### src/source/pipe_pkg.sv
`default_nettype none

package pipe_pkg;

    // fetch packet shape
    localparam int unsigned NUM_SLOTS = 2;
    localparam int unsigned XLEN      = 32; // data and pc width
    localparam int unsigned INST_W    = 32;

    // decoded packet shape
    localparam int unsigned SRCS_PER_SLOT = 2;
    localparam int unsigned NUM_SRCS      = NUM_SLOTS * SRCS_PER_SLOT;
    localparam int unsigned ARF_ID_W      = 5;

    // one bit per slot, mask and write flags
    typedef logic [NUM_SLOTS-1:0] slot_flag_t;

    // one word per slot, pc and immediates
    typedef logic [NUM_SLOTS-1:0][XLEN-1:0] slot_word_t;

    typedef logic [NUM_SLOTS-1:0][INST_W-1:0] slot_inst_t;

    // per read operand, slot i owns entries 2i and 2i+1
    typedef logic [NUM_SRCS-1:0] src_flag_t;
    typedef logic [NUM_SRCS-1:0][ARF_ID_W-1:0] src_arfid_t;

    typedef logic [NUM_SLOTS-1:0][ARF_ID_W-1:0] dst_arfid_t;

endpackage

`default_nettype wire

### src/source/isa_pkg.sv
`default_nettype none

package isa_pkg;

    // read operand source, none reads r0
    typedef enum logic [2:0] {
        REG_NONE = 3'd0,
        REG_RD   = 3'd1,
        REG_RJ   = 3'd2,
        REG_RK   = 3'd3,
        REG_IMM  = 3'd4
    } reg_src_e;

    typedef enum logic [1:0] {
        DST_NONE = 2'd0,
        DST_RD   = 2'd1,
        DST_R1   = 2'd2  // link register, BL only
    } reg_dst_e;

    typedef enum logic [1:0] {
        IMM_NONE = 2'd0,
        IMM_SI12 = 2'd1,
        IMM_UI12 = 2'd2,
        IMM_SI20 = 2'd3  // already shifted left by 12
    } imm_type_e;

    typedef enum logic [1:0] {
        AIMM_NONE   = 2'd0,
        AIMM_SI12   = 2'd1, // load/store offset
        AIMM_OFFS16 = 2'd2, // beq, << 2
        AIMM_OFFS26 = 2'd3  // bl, << 2
    } addr_imm_type_e;

    typedef enum logic [2:0] {
        UNIT_INVALID = 3'd0,
        UNIT_ALU     = 3'd1,
        UNIT_MDU     = 3'd2,
        UNIT_LSU     = 3'd3,
        UNIT_BRU     = 3'd4
    } unit_e;

    typedef struct packed {
        unit_e          unit;
        logic           inst_valid;
        reg_src_e       src0;
        reg_src_e       src1;
        reg_dst_e       dst;
        imm_type_e      imm_type;
        addr_imm_type_e addr_imm_type;
        logic           mem_write;
    } decode_info_t;

    // register field positions in the instruction word
    localparam int unsigned RD_LSB = 0;
    localparam int unsigned RJ_LSB = 5;
    localparam int unsigned RK_LSB = 10;
    localparam int unsigned LINK_ARF_ID = 1;

    // 3R format, matched on ins[31:15]
    localparam logic [16:0] OP_ADD_W = 17'h00020;
    localparam logic [16:0] OP_SUB_W = 17'h00022;
    localparam logic [16:0] OP_SLT   = 17'h00024;
    localparam logic [16:0] OP_AND   = 17'h00029;
    localparam logic [16:0] OP_OR    = 17'h0002A;
    localparam logic [16:0] OP_MUL_W = 17'h00038;
    localparam logic [16:0] OP_DIV_W = 17'h00040;
    // 2RI12 format, matched on ins[31:22]
    localparam logic [9:0]  OP_ADDI_W = 10'h00A;
    localparam logic [9:0]  OP_ORI    = 10'h00E;
    localparam logic [9:0]  OP_LD_W   = 10'h0A2;
    localparam logic [9:0]  OP_ST_W   = 10'h0A6;
    // 1RI20, ins[31:25]
    localparam logic [6:0]  OP_LU12I_W = 7'h0A;
    // branches, ins[31:26]
    localparam logic [5:0]  OP_BEQ = 6'h16;
    localparam logic [5:0]  OP_BL  = 6'h15;

endpackage

`default_nettype wire

### src/source/fetch_bundle_if.sv
`timescale 1ns/1ps
`default_nettype none

// packet held in the stage register
interface fetch_bundle_if;

    logic                 valid;
    pipe_pkg::slot_flag_t mask;
    pipe_pkg::slot_word_t pc;
    pipe_pkg::slot_inst_t inst;

    // driven by the stage register
    modport held (output valid, mask, pc, inst);

    // read side
    modport view (input valid, mask, pc, inst);

endinterface

`default_nettype wire

### src/source/decode_ctrl.sv
`timescale 1ns/1ps
`default_nettype none

module decode_ctrl (
    input  logic                 clk_i,
    input  logic                 reset_i,
    input  logic                 in_valid_i,
    input  pipe_pkg::slot_flag_t in_mask_i,
    input  pipe_pkg::slot_word_t in_pc_i,
    input  pipe_pkg::slot_inst_t in_inst_i,
    output logic                 in_ready_o,
    input  logic                 out_ready_i,
    fetch_bundle_if.held         held
);

    logic                 valid_q;
    logic                 in_fire;
    pipe_pkg::slot_flag_t mask_q;
    pipe_pkg::slot_word_t pc_q;
    pipe_pkg::slot_inst_t inst_q;

    // empty or draining this cycle
    assign in_ready_o = ~valid_q | out_ready_i;
    assign in_fire    = in_valid_i & in_ready_o;

    always_ff @(posedge clk_i) begin
        if (reset_i) begin
            valid_q <= 1'b0;
            mask_q  <= '0;
        end else if (in_fire) begin
            valid_q <= 1'b1; // refill, possibly on the same edge as the drain
            mask_q  <= in_mask_i;
        end else if (out_ready_i) begin
            valid_q <= 1'b0;
        end
    end

    always_ff @(posedge clk_i) begin
        if (in_fire) begin
            pc_q   <= in_pc_i;
            inst_q <= in_inst_i;
        end
    end

    assign held.valid = valid_q;
    assign held.mask  = mask_q;
    assign held.pc    = pc_q;
    assign held.inst  = inst_q;

endmodule

`default_nettype wire

### src/source/basic_decoder.sv
`timescale 1ns/1ps
`default_nettype none

module basic_decoder (
    input  logic [31:0]          ins_i,
    output isa_pkg::decode_info_t decode_info_o
);

    logic [16:0] op17;
    logic [9:0]  op10;
    logic [6:0]  op7;
    logic [5:0]  op6;

    assign op17 = ins_i[31:15];
    assign op10 = ins_i[31:22];
    assign op7  = ins_i[31:25];
    assign op6  = ins_i[31:26];

    always_comb begin
        // unknown encodings fall through with everything cleared
        decode_info_o.unit          = isa_pkg::UNIT_INVALID;
        decode_info_o.inst_valid    = 1'b0;
        decode_info_o.src0          = isa_pkg::REG_NONE;
        decode_info_o.src1          = isa_pkg::REG_NONE;
        decode_info_o.dst           = isa_pkg::DST_NONE;
        decode_info_o.imm_type      = isa_pkg::IMM_NONE;
        decode_info_o.addr_imm_type = isa_pkg::AIMM_NONE;
        decode_info_o.mem_write     = 1'b0;

        if (op17 == isa_pkg::OP_ADD_W || op17 == isa_pkg::OP_SUB_W ||
            op17 == isa_pkg::OP_SLT   || op17 == isa_pkg::OP_AND   ||
            op17 == isa_pkg::OP_OR) begin
            decode_info_o.unit       = isa_pkg::UNIT_ALU;
            decode_info_o.inst_valid = 1'b1;
            decode_info_o.src0       = isa_pkg::REG_RJ;
            decode_info_o.src1       = isa_pkg::REG_RK;
            decode_info_o.dst        = isa_pkg::DST_RD;
        end else if (op17 == isa_pkg::OP_MUL_W || op17 == isa_pkg::OP_DIV_W) begin
            decode_info_o.unit       = isa_pkg::UNIT_MDU; // same operands as 3R alu
            decode_info_o.inst_valid = 1'b1;
            decode_info_o.src0       = isa_pkg::REG_RJ;
            decode_info_o.src1       = isa_pkg::REG_RK;
            decode_info_o.dst        = isa_pkg::DST_RD;
        end else if (op10 == isa_pkg::OP_ADDI_W || op10 == isa_pkg::OP_ORI) begin
            decode_info_o.unit       = isa_pkg::UNIT_ALU;
            decode_info_o.inst_valid = 1'b1;
            decode_info_o.src0       = isa_pkg::REG_RJ;
            decode_info_o.src1       = isa_pkg::REG_IMM;
            decode_info_o.dst        = isa_pkg::DST_RD;
            // ori takes a zero-extended immediate
            decode_info_o.imm_type   = (op10 == isa_pkg::OP_ORI) ?
                                       isa_pkg::IMM_UI12 : isa_pkg::IMM_SI12;
        end else if (op10 == isa_pkg::OP_LD_W) begin
            decode_info_o.unit          = isa_pkg::UNIT_LSU;
            decode_info_o.inst_valid    = 1'b1;
            decode_info_o.src0          = isa_pkg::REG_RJ; // base
            decode_info_o.dst           = isa_pkg::DST_RD;
            decode_info_o.addr_imm_type = isa_pkg::AIMM_SI12;
        end else if (op10 == isa_pkg::OP_ST_W) begin
            decode_info_o.unit          = isa_pkg::UNIT_LSU;
            decode_info_o.inst_valid    = 1'b1;
            decode_info_o.src0          = isa_pkg::REG_RJ;
            decode_info_o.src1          = isa_pkg::REG_RD; // store data
            decode_info_o.addr_imm_type = isa_pkg::AIMM_SI12;
            decode_info_o.mem_write     = 1'b1;
        end else if (op7 == isa_pkg::OP_LU12I_W) begin
            decode_info_o.unit       = isa_pkg::UNIT_ALU;
            decode_info_o.inst_valid = 1'b1;
            decode_info_o.src1       = isa_pkg::REG_IMM;
            decode_info_o.dst        = isa_pkg::DST_RD;
            decode_info_o.imm_type   = isa_pkg::IMM_SI20;
        end else if (op6 == isa_pkg::OP_BEQ) begin
            decode_info_o.unit          = isa_pkg::UNIT_BRU;
            decode_info_o.inst_valid    = 1'b1;
            decode_info_o.src0          = isa_pkg::REG_RJ;
            decode_info_o.src1          = isa_pkg::REG_RD; // compared, not written
            decode_info_o.addr_imm_type = isa_pkg::AIMM_OFFS16;
        end else if (op6 == isa_pkg::OP_BL) begin
            decode_info_o.unit          = isa_pkg::UNIT_BRU;
            decode_info_o.inst_valid    = 1'b1;
            decode_info_o.dst           = isa_pkg::DST_R1;
            decode_info_o.addr_imm_type = isa_pkg::AIMM_OFFS26;
        end
    end

endmodule

`default_nettype wire

### src/source/operand_select.sv
`timescale 1ns/1ps
`default_nettype none

module operand_select (
    input  isa_pkg::decode_info_t [pipe_pkg::NUM_SLOTS-1:0] info_i,
    input  pipe_pkg::slot_inst_t                           inst_i,
    output pipe_pkg::src_arfid_t                           r_arfid_o,
    output pipe_pkg::src_flag_t                            reg_need_o,
    output pipe_pkg::src_flag_t                            use_imm_o,
    output pipe_pkg::dst_arfid_t                           w_arfid_o,
    output pipe_pkg::slot_flag_t                           w_reg_o,
    output pipe_pkg::slot_flag_t                           w_mem_o
);

    // read operands, two per slot
    for (genvar k = 0; k < pipe_pkg::NUM_SRCS; k++) begin : g_src
        localparam int unsigned SLOT = k / pipe_pkg::SRCS_PER_SLOT;
        isa_pkg::reg_src_e               src;
        logic [pipe_pkg::INST_W-1:0]     word;
        logic [pipe_pkg::ARF_ID_W-1:0]   id;

        assign word = inst_i[SLOT];
        assign src  = (k % pipe_pkg::SRCS_PER_SLOT == 0) ? info_i[SLOT].src0 : info_i[SLOT].src1;

        always_comb begin
            case (src)
                isa_pkg::REG_RD: id = word[isa_pkg::RD_LSB +: pipe_pkg::ARF_ID_W];
                isa_pkg::REG_RJ: id = word[isa_pkg::RJ_LSB +: pipe_pkg::ARF_ID_W];
                isa_pkg::REG_RK: id = word[isa_pkg::RK_LSB +: pipe_pkg::ARF_ID_W];
                default:         id = '0; // none and imm both read r0
            endcase
        end

        assign r_arfid_o[k]  = id;
        assign reg_need_o[k] = (src == isa_pkg::REG_RD) || (src == isa_pkg::REG_RJ) ||
                               (src == isa_pkg::REG_RK);
        assign use_imm_o[k]  = (src == isa_pkg::REG_IMM);
    end

    // destination per slot
    for (genvar i = 0; i < pipe_pkg::NUM_SLOTS; i++) begin : g_dst
        logic [pipe_pkg::ARF_ID_W-1:0] id;

        always_comb begin
            case (info_i[i].dst)
                isa_pkg::DST_RD: id = inst_i[i][isa_pkg::RD_LSB +: pipe_pkg::ARF_ID_W];
                isa_pkg::DST_R1: id = pipe_pkg::ARF_ID_W'(isa_pkg::LINK_ARF_ID);
                default:         id = '0;
            endcase
        end

        assign w_arfid_o[i] = id;
        assign w_reg_o[i]   = (info_i[i].dst != isa_pkg::DST_NONE);
        assign w_mem_o[i]   = info_i[i].mem_write;
    end

endmodule

`default_nettype wire

### src/source/imm_gen.sv
`timescale 1ns/1ps
`default_nettype none

module imm_gen (
    input  isa_pkg::decode_info_t [pipe_pkg::NUM_SLOTS-1:0] info_i,
    input  pipe_pkg::slot_inst_t                           inst_i,
    output pipe_pkg::slot_word_t                           data_imm_o,
    output pipe_pkg::slot_word_t                           addr_imm_o
);

    for (genvar i = 0; i < pipe_pkg::NUM_SLOTS; i++) begin : g_slot
        logic [pipe_pkg::INST_W-1:0] ins;
        logic [pipe_pkg::XLEN-1:0]   data_imm;
        logic [pipe_pkg::XLEN-1:0]   addr_imm;

        assign ins = inst_i[i];

        always_comb begin
            case (info_i[i].imm_type)
                isa_pkg::IMM_SI12: data_imm = {{20{ins[21]}}, ins[21:10]};
                isa_pkg::IMM_UI12: data_imm = {20'd0, ins[21:10]};
                isa_pkg::IMM_SI20: data_imm = {ins[24:5], 12'd0}; // lu12i
                default:           data_imm = '0;
            endcase

            case (info_i[i].addr_imm_type)
                isa_pkg::AIMM_SI12:   addr_imm = {{20{ins[21]}}, ins[21:10]};
                isa_pkg::AIMM_OFFS16: addr_imm = {{14{ins[25]}}, ins[25:10], 2'b00};
                // offs26 keeps its high part in the low bits of the word
                isa_pkg::AIMM_OFFS26: addr_imm = {{4{ins[9]}}, ins[9:0], ins[25:10], 2'b00};
                default:              addr_imm = '0;
            endcase
        end

        assign data_imm_o[i] = data_imm;
        assign addr_imm_o[i] = addr_imm;
    end

endmodule

`default_nettype wire

### src/source/decode_stage.sv
`timescale 1ns/1ps
`default_nettype none

module decode_stage (
    input  logic                                    clk_i,
    input  logic                                    reset_i,
    // fetch side
    input  logic                                    in_valid_i,
    input  pipe_pkg::slot_flag_t                    in_mask_i,
    input  pipe_pkg::slot_word_t                    in_pc_i,
    input  pipe_pkg::slot_inst_t                    in_inst_i,
    output logic                                    in_ready_o,
    // rename side
    output logic                                    out_valid_o,
    input  logic                                    out_ready_i,
    output pipe_pkg::slot_flag_t                    slot_valid_o,
    output pipe_pkg::slot_word_t                    pc_o,
    output isa_pkg::unit_e [pipe_pkg::NUM_SLOTS-1:0] unit_o,
    output pipe_pkg::slot_flag_t                    w_reg_o,
    output pipe_pkg::slot_flag_t                    w_mem_o,
    output pipe_pkg::src_flag_t                     reg_need_o,
    output pipe_pkg::src_flag_t                     use_imm_o,
    output pipe_pkg::src_arfid_t                    r_arfid_o,
    output pipe_pkg::dst_arfid_t                    w_arfid_o,
    output pipe_pkg::slot_word_t                    data_imm_o,
    output pipe_pkg::slot_word_t                    addr_imm_o
);

    fetch_bundle_if bundle ();

    isa_pkg::decode_info_t [pipe_pkg::NUM_SLOTS-1:0] info;

    decode_ctrl u_ctrl (
        .clk_i       (clk_i),
        .reset_i     (reset_i),
        .in_valid_i  (in_valid_i),
        .in_mask_i   (in_mask_i),
        .in_pc_i     (in_pc_i),
        .in_inst_i   (in_inst_i),
        .in_ready_o  (in_ready_o),
        .out_ready_i (out_ready_i),
        .held        (bundle.held)
    );

    // one decoder per slot, masked slots decode too
    for (genvar i = 0; i < pipe_pkg::NUM_SLOTS; i++) begin : g_dec
        basic_decoder u_dec (
            .ins_i         (bundle.inst[i]),
            .decode_info_o (info[i])
        );
        assign unit_o[i] = info[i].unit;
    end

    operand_select u_opsel (
        .info_i     (info),
        .inst_i     (bundle.inst),
        .r_arfid_o  (r_arfid_o),
        .reg_need_o (reg_need_o),
        .use_imm_o  (use_imm_o),
        .w_arfid_o  (w_arfid_o),
        .w_reg_o    (w_reg_o),
        .w_mem_o    (w_mem_o)
    );

    imm_gen u_imm (
        .info_i     (info),
        .inst_i     (bundle.inst),
        .data_imm_o (data_imm_o),
        .addr_imm_o (addr_imm_o)
    );

    assign out_valid_o  = bundle.valid;
    assign slot_valid_o = bundle.mask;
    assign pc_o         = bundle.pc;

endmodule

`default_nettype wire

### config.mk
export PLATFORM = sky130hd
export DESIGN_NAME = decode_stage
export DESIGN_NICKNAME = d
export VERILOG_FILES = /design/src/source/pipe_pkg.sv /design/src/source/isa_pkg.sv /design/src/source/fetch_bundle_if.sv /design/src/source/decode_ctrl.sv /design/src/source/basic_decoder.sv /design/src/source/operand_select.sv /design/src/source/imm_gen.sv /design/src/source/decode_stage.sv
export SDC_FILE = /design/constraint.sdc
export NUM_CORES = 1
export LEC_CHECK = 0
export ABC_AREA = 1
export ABC_CLOCK_PERIOD_IN_PS = 9600
export BUFFER_PORTS_ARGS = -buffer_cell sky130_fd_sc_hd__buf_2
export CAP_MARGIN = 20
export CORE_AREA = 2 2 148 150
export DETAILED_ROUTE_END_ITERATION = 10
export DIE_AREA = 0 0 150 152
export SYNTH_ARGS = -nofsm -noshare
export SYNTH_HDL_FRONTEND = slang
export SYNTH_HIERARCHICAL = 1
export SYNTH_SLANG_ARGS = --single-unit
### constraint.sdc
create_clock -name clk_i -period 9.6 [get_ports clk_i]
set_input_delay 1.92 -clock clk_i [delete_from_list [all_inputs] [get_ports clk_i]]
set_output_delay 1.92 -clock clk_i [all_outputs]
set_load 0.05 [all_outputs]
Yosys cells after proc, flatten, opt, wreduce, memory -nomap -nowiden
Cells that the tools add are included.

Bitwise logic cells: 3. Mux-type cells: 82. Equality and inequality tests: 60. Reductions and logical operators: 23.

Operators with widths (count): $pmux W32 S3 (4); $eq A17 B6 Y1 const B (12); $mux W6 (12); $pmux W5 S3 (4); $mux W12 (4); $mux W2 (22); $eq A10 B4 Y1 const B (4); $eq A10 B8 Y1 const B (4); $mux W5 (8); $eq A17 B7 Y1 const B (2); $mux W4 (8); $mux W14 (2); $eq A3 B2 Y1 const B (8); $eq A6 B5 Y1 const B (4); $eq A2 B2 Y1 const B (10); $logic_or A1 B1 Y1 (20); $mux W10 (2); $pmux W5 S2 (2); $mux W3 (6); $eq A7 B4 Y1 const B (2); $mux W7 (2); $eq A2 B1 Y1 const B (6); $eq A3 B1 Y1 const B (4); $eq A3 B3 Y1 const B (4); other kinds (5) (12).

Logic and storage cells: 174. Register bits: 131.

Depth between registers and ports, before layout
Gate-level depths: netlist of the first run.

Word-level depth: 17. Gate-level depth with buffers: 13.

Cells and area by module
Netlist of the first run, hierarchy kept.

Modules (own cells, without submodules): decode_ctrl (instances 1, cells an instance 147, seq. area each 3903.7 um^2, area an instance 3973.8 um^2); imm_gen (instances 1, cells an instance 280, seq. area each 0.0 um^2, area an instance 1360.1 um^2); operand_select (instances 1, cells an instance 149, seq. area each 0.0 um^2, area an instance 894.6 um^2); basic_decoder (instances 2, cells an instance 88, seq. area each 0.0 um^2, area an instance 397.9 um^2).

Least setup slack after synthesis of the first run
Ideal clock, no wire load.

Path type: input to register. From: input port in_valid_i. To: register u_ctrl.inst_q, in the netlist u_ctrl/held.inst[0] (enable). Arrival time: 8.125 ns. Data required time: 8.943 ns. Path slack: 0.818 ns. Library setup time: 0.657 ns. Buffers on the path: 0. Cell stages on the path: 2. Cells stage by stage: inv_1 -> a21oi_1.

Cells in the longest elaborated chain, start to end: 1.

RTL lines: start, declared (RTL line decode_stage.sv:8) `input logic in_valid_i,`; $and A1 B1 Y1 (RTL line decode_ctrl.sv:24) `assign in_fire = in_valid_i & in_ready_o;`; named net u_ctrl.in_fire (RTL line decode_ctrl.sv:17) `logic in_fire;`; end signal, assigned (RTL line decode_ctrl.sv:41) `inst_q <= in_inst_i;`; end, declared (RTL line decode_ctrl.sv:20) `pipe_pkg::slot_inst_t inst_q;`.

The timed path passes the listed nets, and every way through them passes these cells. A chain may end at the register's enable or synchronous reset.

==> out/results.tsv, run 1 <==
metric	value	unit
status	finished, final reports clean	
CTS resizes	0	
Total Routing Usage GR	19.7	%
Syn Area/Cell	9.36	um^2
share of cells above drive strength 1	41.8	%
First DRT Iteration DRCs	472	
area grow syn2layout	35.9	%
Max-cap violations	0	
vias per cell	4.73	
cts hold-fix bufs	0	
total grt overflow	0	
worst-margin pin slew	1.05	ns
unrepaired setup endpoints after global routing	false	
Initial Util	32.8	%
Clock transition at path regs	0.06	ns
global-route wire length before repair	34300	um
Cell Area, Synth	7000	um^2
antenna-violating nets left	0	
largest net degree at the start of global routing	82	
CP startpoint	u_ctrl/held.inst[28]	
final WL	23300	um
core area	21400	um^2
Worst EP required	7.68	ns
dpl cell area	8900	um^2
buffers added on ports	375	
Sw Ratio	28.6	%
post-DP HPWL	18100	um
critical path endpoint	addr_imm_o[2]	
CP most frequent cell	nand2_1	
Comb power frac	13.1	%
worst-path cell with the longest stage delay	nand2_1	
Worst-Skew Late Latency	0.41	ns
DRC	0	
per-cell routed wire length	16.7	um
R2R Path Start	u_ctrl/held.valid	
Die H	152	um
ANT cells	0	
Slew Limit Fails	0	
Hold Path Stages	2	
num rows	54	
design area	9520	um^2
Post-Place Worst Slack	5.17	ns
overall power	0.00159	W
internal power	0.00114	W
vias in the first global route	6148	
Seq pwr share	44.0	%
CP top delay family	simple AND/OR/NAND/NOR gates	
Clock power frac	42.9	%
initial antenna violation count	1	
die width	150	um
Worst Skew	0.00665	ns
FMAX	205	MHz
Fillers	2148	
delay of the slowest critical-path stage	0.54	ns
Worst setup EP type	output port	
clock buffer depth	2	
Ports	378	
Min Clock Period, post-route	4.87	ns
Setup Viol. Count Final	0	
worst reg2reg setup slack	7.85	ns
P_leak	5.04	nW
final cycle utilization of the critical path	50.7	%
Crit Path Max Fanout	25	
r2r endpoint	u_ctrl/held.inst[3]	
worst setup margin	4.73	ns
Post-CTS Setup Bufs	0	
First-pass DRT Iterations	7	
WS Path Type	reg2out	
synthesized instance count	748	
nets	1242	
Crit path buffers/inverters	3	
setup_tns	0	ns
power density over cell area	167	nW/um^2
Slew Limit Headroom	29.7	%
CP Launch Type	flop	
final hold slack	0.497	ns
number of CTS-inserted buffers	17	
Yosys warnings	6	
die area	22800	um^2
worst r2r path cells	2	
CP cell instances	inv_1 > nor2_1 > nand3_1 > nand2_1 > inv_4 > nand2_1 > o21ai_0 > buf_2	
final RePlAce weighted congestion	0.911	
routed via count	6597	
Max VDD drop	0.000120	V
P_sw	0.000454	W
WP depth	8	
H-Tree Level Count	4	
clock sink total	131	
final hold vios	0	
Arr. time, crit path	2.95	ns
Hold WC Path Type	reg2reg	
CTS tree	built	
Root Buffer	clkbuf_16	
## final cells by class
| cell class | count | area, um^2 | share of cell area (%) |
|---|---|---|---|
| Clock buffer | 17 | 425 | 4.47 |
| Clock inverter | 15 | 191 | 2.01 |
| Inverter | 104 | 395 | 4.15 |
| Multi-Input combinational cell | 471 | 2360 | 24.8 |
| Sequential cell | 131 | 3900 | 41.0 |
| Tap cell | 280 | 350 | 3.68 |
| Timing Repair Buffer | 377 | 1890 | 19.9 |
## flip-flops by register name (all words and copies together), names as in the netlist
name and cells:
u_ctrl/held.valid 1, u_ctrl/held.inst 64, u_ctrl/held.mask 2, u_ctrl/held.pc 64
## through the flow
stage / utilization (%) / instances
4_1_cts: 44.6 / 1395
2_1_floorplan: - / 750
6_report: 44.6 / 1395
3_5_place_dp: 41.7 / 1363
3_3_place_gp: 41.7 / 1363
5_1_grt: 44.6 / 1395
## cell usage in the layout, fill, tap and decap left out, types with 2 or more instances in the layout
cell type and instances:
clkbuf_16 17, ha_1 6, conb_1 4, o21ai_2 16
inv_1 88, inv_6 5, a21boi_0 2, nor3_2 4
nand3b_1 2, edfxtp_1 128, nand4_1 68, inv_2 14
nand3_2 2, clkinvlp_4 2, o21ai_0 6, nand3_4 2
o22ai_1 2, buf_4 2, inv_4 2, nor2_1 76
bufinv_16 3, nor2_2 6, inv_8 3, a21oi_1 17
nand3_1 80, nor2_4 2, nand2_2 7, dfxtp_1 3
buf_2 375, nand2_1 166, nand2_4 2
## worst reg2reg max path: cells and delay by family (launching register included)
kind,cells,cell delay (ns)
flops,1,0.35
buf+inv,1,0.82
compound gates,1,0.16
## power by group through the flow
stage                     Combinational [W]  Sequential, W  Clock, W
after global placement             0.000206       0.000711         0
after global routing               0.000220       0.000704  0.000723
final                              0.000208       0.000700  0.000682
after detailed placement           0.000208       0.000712         0
after floorplan                   0.0000877       0.000766         0
after CTS                          0.000208       0.000700  0.000701
## worst min-delay path by stage
stage          slack (ns)                   to                start
6_report             0.50  u_ctrl/held.mask[0]  u_ctrl/held.mask[0]
5_1_grt              0.53  u_ctrl/held.mask[0]  u_ctrl/held.mask[0]
4_1_cts              0.50  u_ctrl/held.mask[0]  u_ctrl/held.mask[0]
3_5_place_dp         0.49  u_ctrl/held.mask[0]  u_ctrl/held.mask[0]
3_3_place_gp         0.49  u_ctrl/held.mask[0]  u_ctrl/held.mask[0]
2_1_floorplan        0.73  u_ctrl/held.mask[0]  u_ctrl/held.mask[0]
## per-layer routing
layer / wire length, um / GRT usage [%] / vias to the layer above
met5: 11 / 0 / -
met4: 491 / 6.47 / 2
met3: 2010 / 5.68 / 34
met2: 11900 / 35.2 / 330
met1: 8890 / 22.3 / 3000
li1: - / - / 3231
Power figures use the tool's default switching activity.
==> run 2, diff against run 1 <==
- ABC_CLOCK_PERIOD_IN_PS: 9600 -> 4270
- CORE_AREA: 2 2 148 150 -> 2 2 147 149
- DIE_AREA: 0 0 150 152 -> 0 0 149 151
- PLACE_DENSITY: unset -> 0.65
- clock period: 9.6 -> 4.27 ns (I/O delays scaled with it)
==> out/results.tsv, run 2 (synthesized netlist as in run 1, its figures left out) <==
metric	value	unit
DRC	0	
num rows	53	
delay of the slowest critical-path stage	0.49	ns
worst-path cell with the longest stage delay	nand2_1	
Post-CTS Setup Bufs	0	
final WL	23200	um
per-cell routed wire length	16.7	um
Hold WC Path Type	reg2reg	
Setup Viol. Count Final	0	
P_leak	5.05	nW
worst setup margin	0.501	ns
vias in the first global route	6045	
final cycle utilization of the critical path	88.3	%
commonest non-fill, non-tap cells in the layout	buf_2, nand2_1, edfxtp_1, inv_1, nand3_1	
Slew Limit Headroom	39.9	%
DRT met1 WL	8660	um
Min Clock Period, post-route	3.77	ns
Max VDD drop	0.000231	V
CP top delay family	simple AND/OR/NAND/NOR gates	
met2 WL	11800	um
Arr. time, crit path	2.91	ns
Root Buffer	clkbuf_16	
Max-cap violations	0	
Clock transition at path regs	0.07	ns
Total Routing Usage GR	19.8	%
global-route wire length before repair	33600	um
ANT cells	0	
largest net degree at the start of global routing	68	
met3 wire len	2140	um
area grow syn2layout	35.9	%
WS Path Type	reg2out	
CTS tree	built	
CTS resizes	0	
buffers added on ports	375	
commonest non-fill, non-tap cell in the layout	buf_2	
Initial Util	33.6	%
clock sink total	131	
cts hold-fix bufs	0	
vias per cell	4.83	
unrepaired setup endpoints after global routing	false	
Non-Filler Instances	1391	
CP most frequent cell	nand2_1	
Placed Cells	1359	
die width	149	um
Worst setup EP type	output port	
fin util	45.7	%
Post-Place Worst Slack	0.950	ns
total grt overflow	0	
nets	1243	
final RePlAce weighted congestion	0.895	
setup_tns	0	ns
number of CTS-inserted buffers	17	
status	finished, final reports clean	
FMAX	265	MHz
CP Launch Type	flop	
First-pass DRT Iterations	6	
Worst Skew	0.0179	ns
initial antenna violation count	2	
routed via count	6722	
First DRT Iteration DRCs	542	
Ports	378	
post-DP HPWL	18000	um
worst-margin pin slew	0.897	ns
Worst EP required	3.42	ns
Crit path buffers/inverters	3	
share of cells above drive strength 1	41.9	%
final hold vios	0	
Crit Path Max Fanout	25	
CP cell instances	inv_1 > nor2_1 > nand3_1 > nand2_1 > inv_4 > nand2_1 > o21ai_0 > buf_2	
core area	20800	um^2
clock buffer depth	2	
power density over cell area	374	nW/um^2
Worst-Skew Late Latency	0.42	ns
Die H	151	um
H-Tree Level Count	4	
top sig layer	met5	
die area	22500	um^2
Slew Limit Fails	0	
antenna-violating nets left	0	
## run 2: metrics by stage
stage / hold slack [ns] / area (um^2) / power, W
2_1_floorplan: 0.728 / 7020 / 0.00191
3_3_place_gp: 0.470 / 8900 / 0.00206
3_5_place_dp: 0.473 / 8900 / 0.00207
4_1_cts: 0.496 / 9520 / 0.00360
5_1_grt: 0.537 / 9520 / 0.00369
6_report: 0.498 / 9520 / 0.00356
## run 2: final cells by class
cell class,count,area [um^2]
fill,2041,11300
sequential,131,3900
multi-input combinational,471,2360
timing repair buffer,378,1900
clock buffer,17,425
inverter,104,395
tap,275,344
clock inverter,15,188
## run 2: worst paths after layout
kind,startpoint,end,slack [ns],cells past startpoint
setup reg to reg,u_ctrl/held.valid,u_ctrl/held.pc[12],2.67,2
hold / removal,u_ctrl/held.mask[0],u_ctrl/held.mask[0],0.50,2
setup / recovery,u_ctrl/held.inst[28],addr_imm_o[2],0.50,8
hold reg to reg,u_ctrl/held.mask[0],u_ctrl/held.mask[0],0.50,2
## run 2: worst min-delay path, cell delays in order (launching register included)
cell and delay, ns:
dfxtp_1 0.33, a21oi_1 0.05, nor2_1 0.09
## run 2: routing by layer
layer | up-vias | global-route usage, %
met4 | 4 | 7.48
li1 | 3237 | -
met2 | 379 | 35.3
met1 | 3065 | 22.9
met5 | - | 0
met3 | 37 | 5.00
## run 2: power by group
group | internal, W | switching [W] | leakage [nW]
sequential | 0.00151 | 0.0000667 | 1.26
clock | 0.000892 | 0.000624 | 0.304
combinational | 0.000110 | 0.000359 | 3.48
total | 0.00251 | 0.00105 | 5.05
==> run 3, diff against run 2 <==
==> constraint.sdc (replaced) <==
create_clock -name clk_i -period 4.27 [get_ports clk_i]
set_input_delay 0.427 -clock clk_i [delete_from_list [all_inputs] [get_ports clk_i]]
set_output_delay 0.427 -clock clk_i [all_outputs]
set_load 0.05 [all_outputs]
==> out/results.tsv, run 3 (synthesized netlist as in run 1, its figures left out) <==
metric	value	unit
Post-CTS Setup Bufs	0	
vias in the first global route	6200	
routed via count	6741	
initial antenna violation count	0	
Ports	378	
ANT cells	0	
vias per cell	4.85	
Root Buffer	clkbuf_16	
Worst Skew	0.0122	ns
H-Tree Level Count	4	
power density over cell area	377	nW/um^2
commonest non-fill, non-tap cells in the layout	buf_2, nand2_1, edfxtp_1, inv_1, nand3_1	
final hold vios	0	
Non-Filler Instances	1390	
Hold WC Path Type	in2reg	
commonest non-fill, non-tap cell in the layout	buf_2	
Worst EP required	3.84	ns
final cycle utilization of the critical path	79.9	%
die area	22500	um^2
share of cells above drive strength 1	41.8	%
Arr. time, crit path	2.99	ns
total grt overflow	0	
worst r2r path cells	2	
CP startpoint	u_ctrl/held.inst[60]	
status	finished, final reports clean	
Min Clock Period, post-route	3.41	ns
clock buffer depth	2	
Slew Limit Headroom	39.7	%
CP Launch Type	flop	
WS Path Type	reg2out	
largest net degree at the start of global routing	67	
R2R Path Start	u_ctrl/held.valid	
unrepaired setup endpoints after global routing	false	
Hold Path Stages	1	
die width	149	um
number of CTS-inserted buffers	17	
Max VDD drop	0.000259	V
First DRT Iteration DRCs	489	
hold wc startpoint	in_pc_i[58]	
Die H	151	um
antenna-violating nets left	0	
nets	1242	
Setup Viol. Count Final	0	
overall power	0.00358	W
DRC	0	
Worst setup EP type	output port	
area grow syn2layout	35.8	%
per-cell routed wire length	16.7	um
CTS tree	built	
Clock transition at path regs	0.07	ns
First-pass DRT Iterations	5	
global-route wire length before repair	33500	um
Placed Cells	1358	
Post-Place Worst Slack	1.36	ns
cts hold-fix bufs	0	
CTS resizes	0	
post-DP HPWL	18100	um
Initial Util	33.6	%
Fillers	2030	
Worst-Skew Late Latency	0.42	ns
final hold slack	0.180	ns
setup_tns	0	ns
Crit Path Max Fanout	25	
worst setup margin	0.857	ns
core area	20800	um^2
final RePlAce weighted congestion	0.932	
FMAX	293	MHz
worst-margin pin slew	0.903	ns
P_leak	5.04	nW
clock sink total	131	
final WL	23200	um
buffers added on ports	375	
Total Routing Usage GR	19.7	%
num rows	53	
Slew Limit Fails	0	
Max-cap violations	0	
-- run 3: layout make-up --
| type | count | area (um^2) | share of cell area (%) |
|---|---|---|---|
| timing repair buffer | 377 | 1890 | 19.9 |
| inverter | 104 | 395 | 4.16 |
| sequential | 131 | 3900 | 41.0 |
| clock inverter | 14 | 189 | 1.99 |
| multi-input combinational | 471 | 2360 | 24.8 |
| tap | 275 | 344 | 3.62 |
| clock buffer | 18 | 429 | 4.51 |
-- run 3: metrics by stage --
| stage | utilization, % | area [um^2] |
|---|---|---|
| detailed placement | 42.7 | 8890 |
| CTS | 45.7 | 9510 |
| floorplan | - | 7020 |
| global route | 45.7 | 9510 |
| finish | 45.7 | 9510 |
| global placement | 42.7 | 8890 |
-- run 3: power breakdown --
part	total (W)	internal, W	switching, W
sequential	0.00157	0.00151	0.0000673
combinational	0.000469	0.000110	0.000359
clock	0.00154	0.000940	0.000602
-- run 3: final timing paths --
kind                         end  slack (ns)
max               addr_imm_o[34]        0.86
min           u_ctrl/held.pc[58]        0.18
max reg2reg  u_ctrl/held.inst[8]        2.66
min reg2reg  u_ctrl/held.mask[0]        0.50
-- run 3: worst max-delay path, cell delays in order (launching register included) --
cell	delay [ns]
edfxtp_1	0.45
inv_1	0.12
nor2_1	0.06
nand3_1	0.17
nand2_1	0.56
inv_4	0.27
nand2_1	0.37
o21ai_0	0.28
buf_2	0.29
-- run 3: metal layers --
metal / share of wire (%) / vias to the layer above / global-route usage (%)
met5: 0 / - / 0
met4: 3.2 / 0 / 9.05
met3: 9.4 / 45 / 5.12
met2: 51 / 369 / 35.4
met1: 37 / 3098 / 21.8
li1: - / 3229 / -
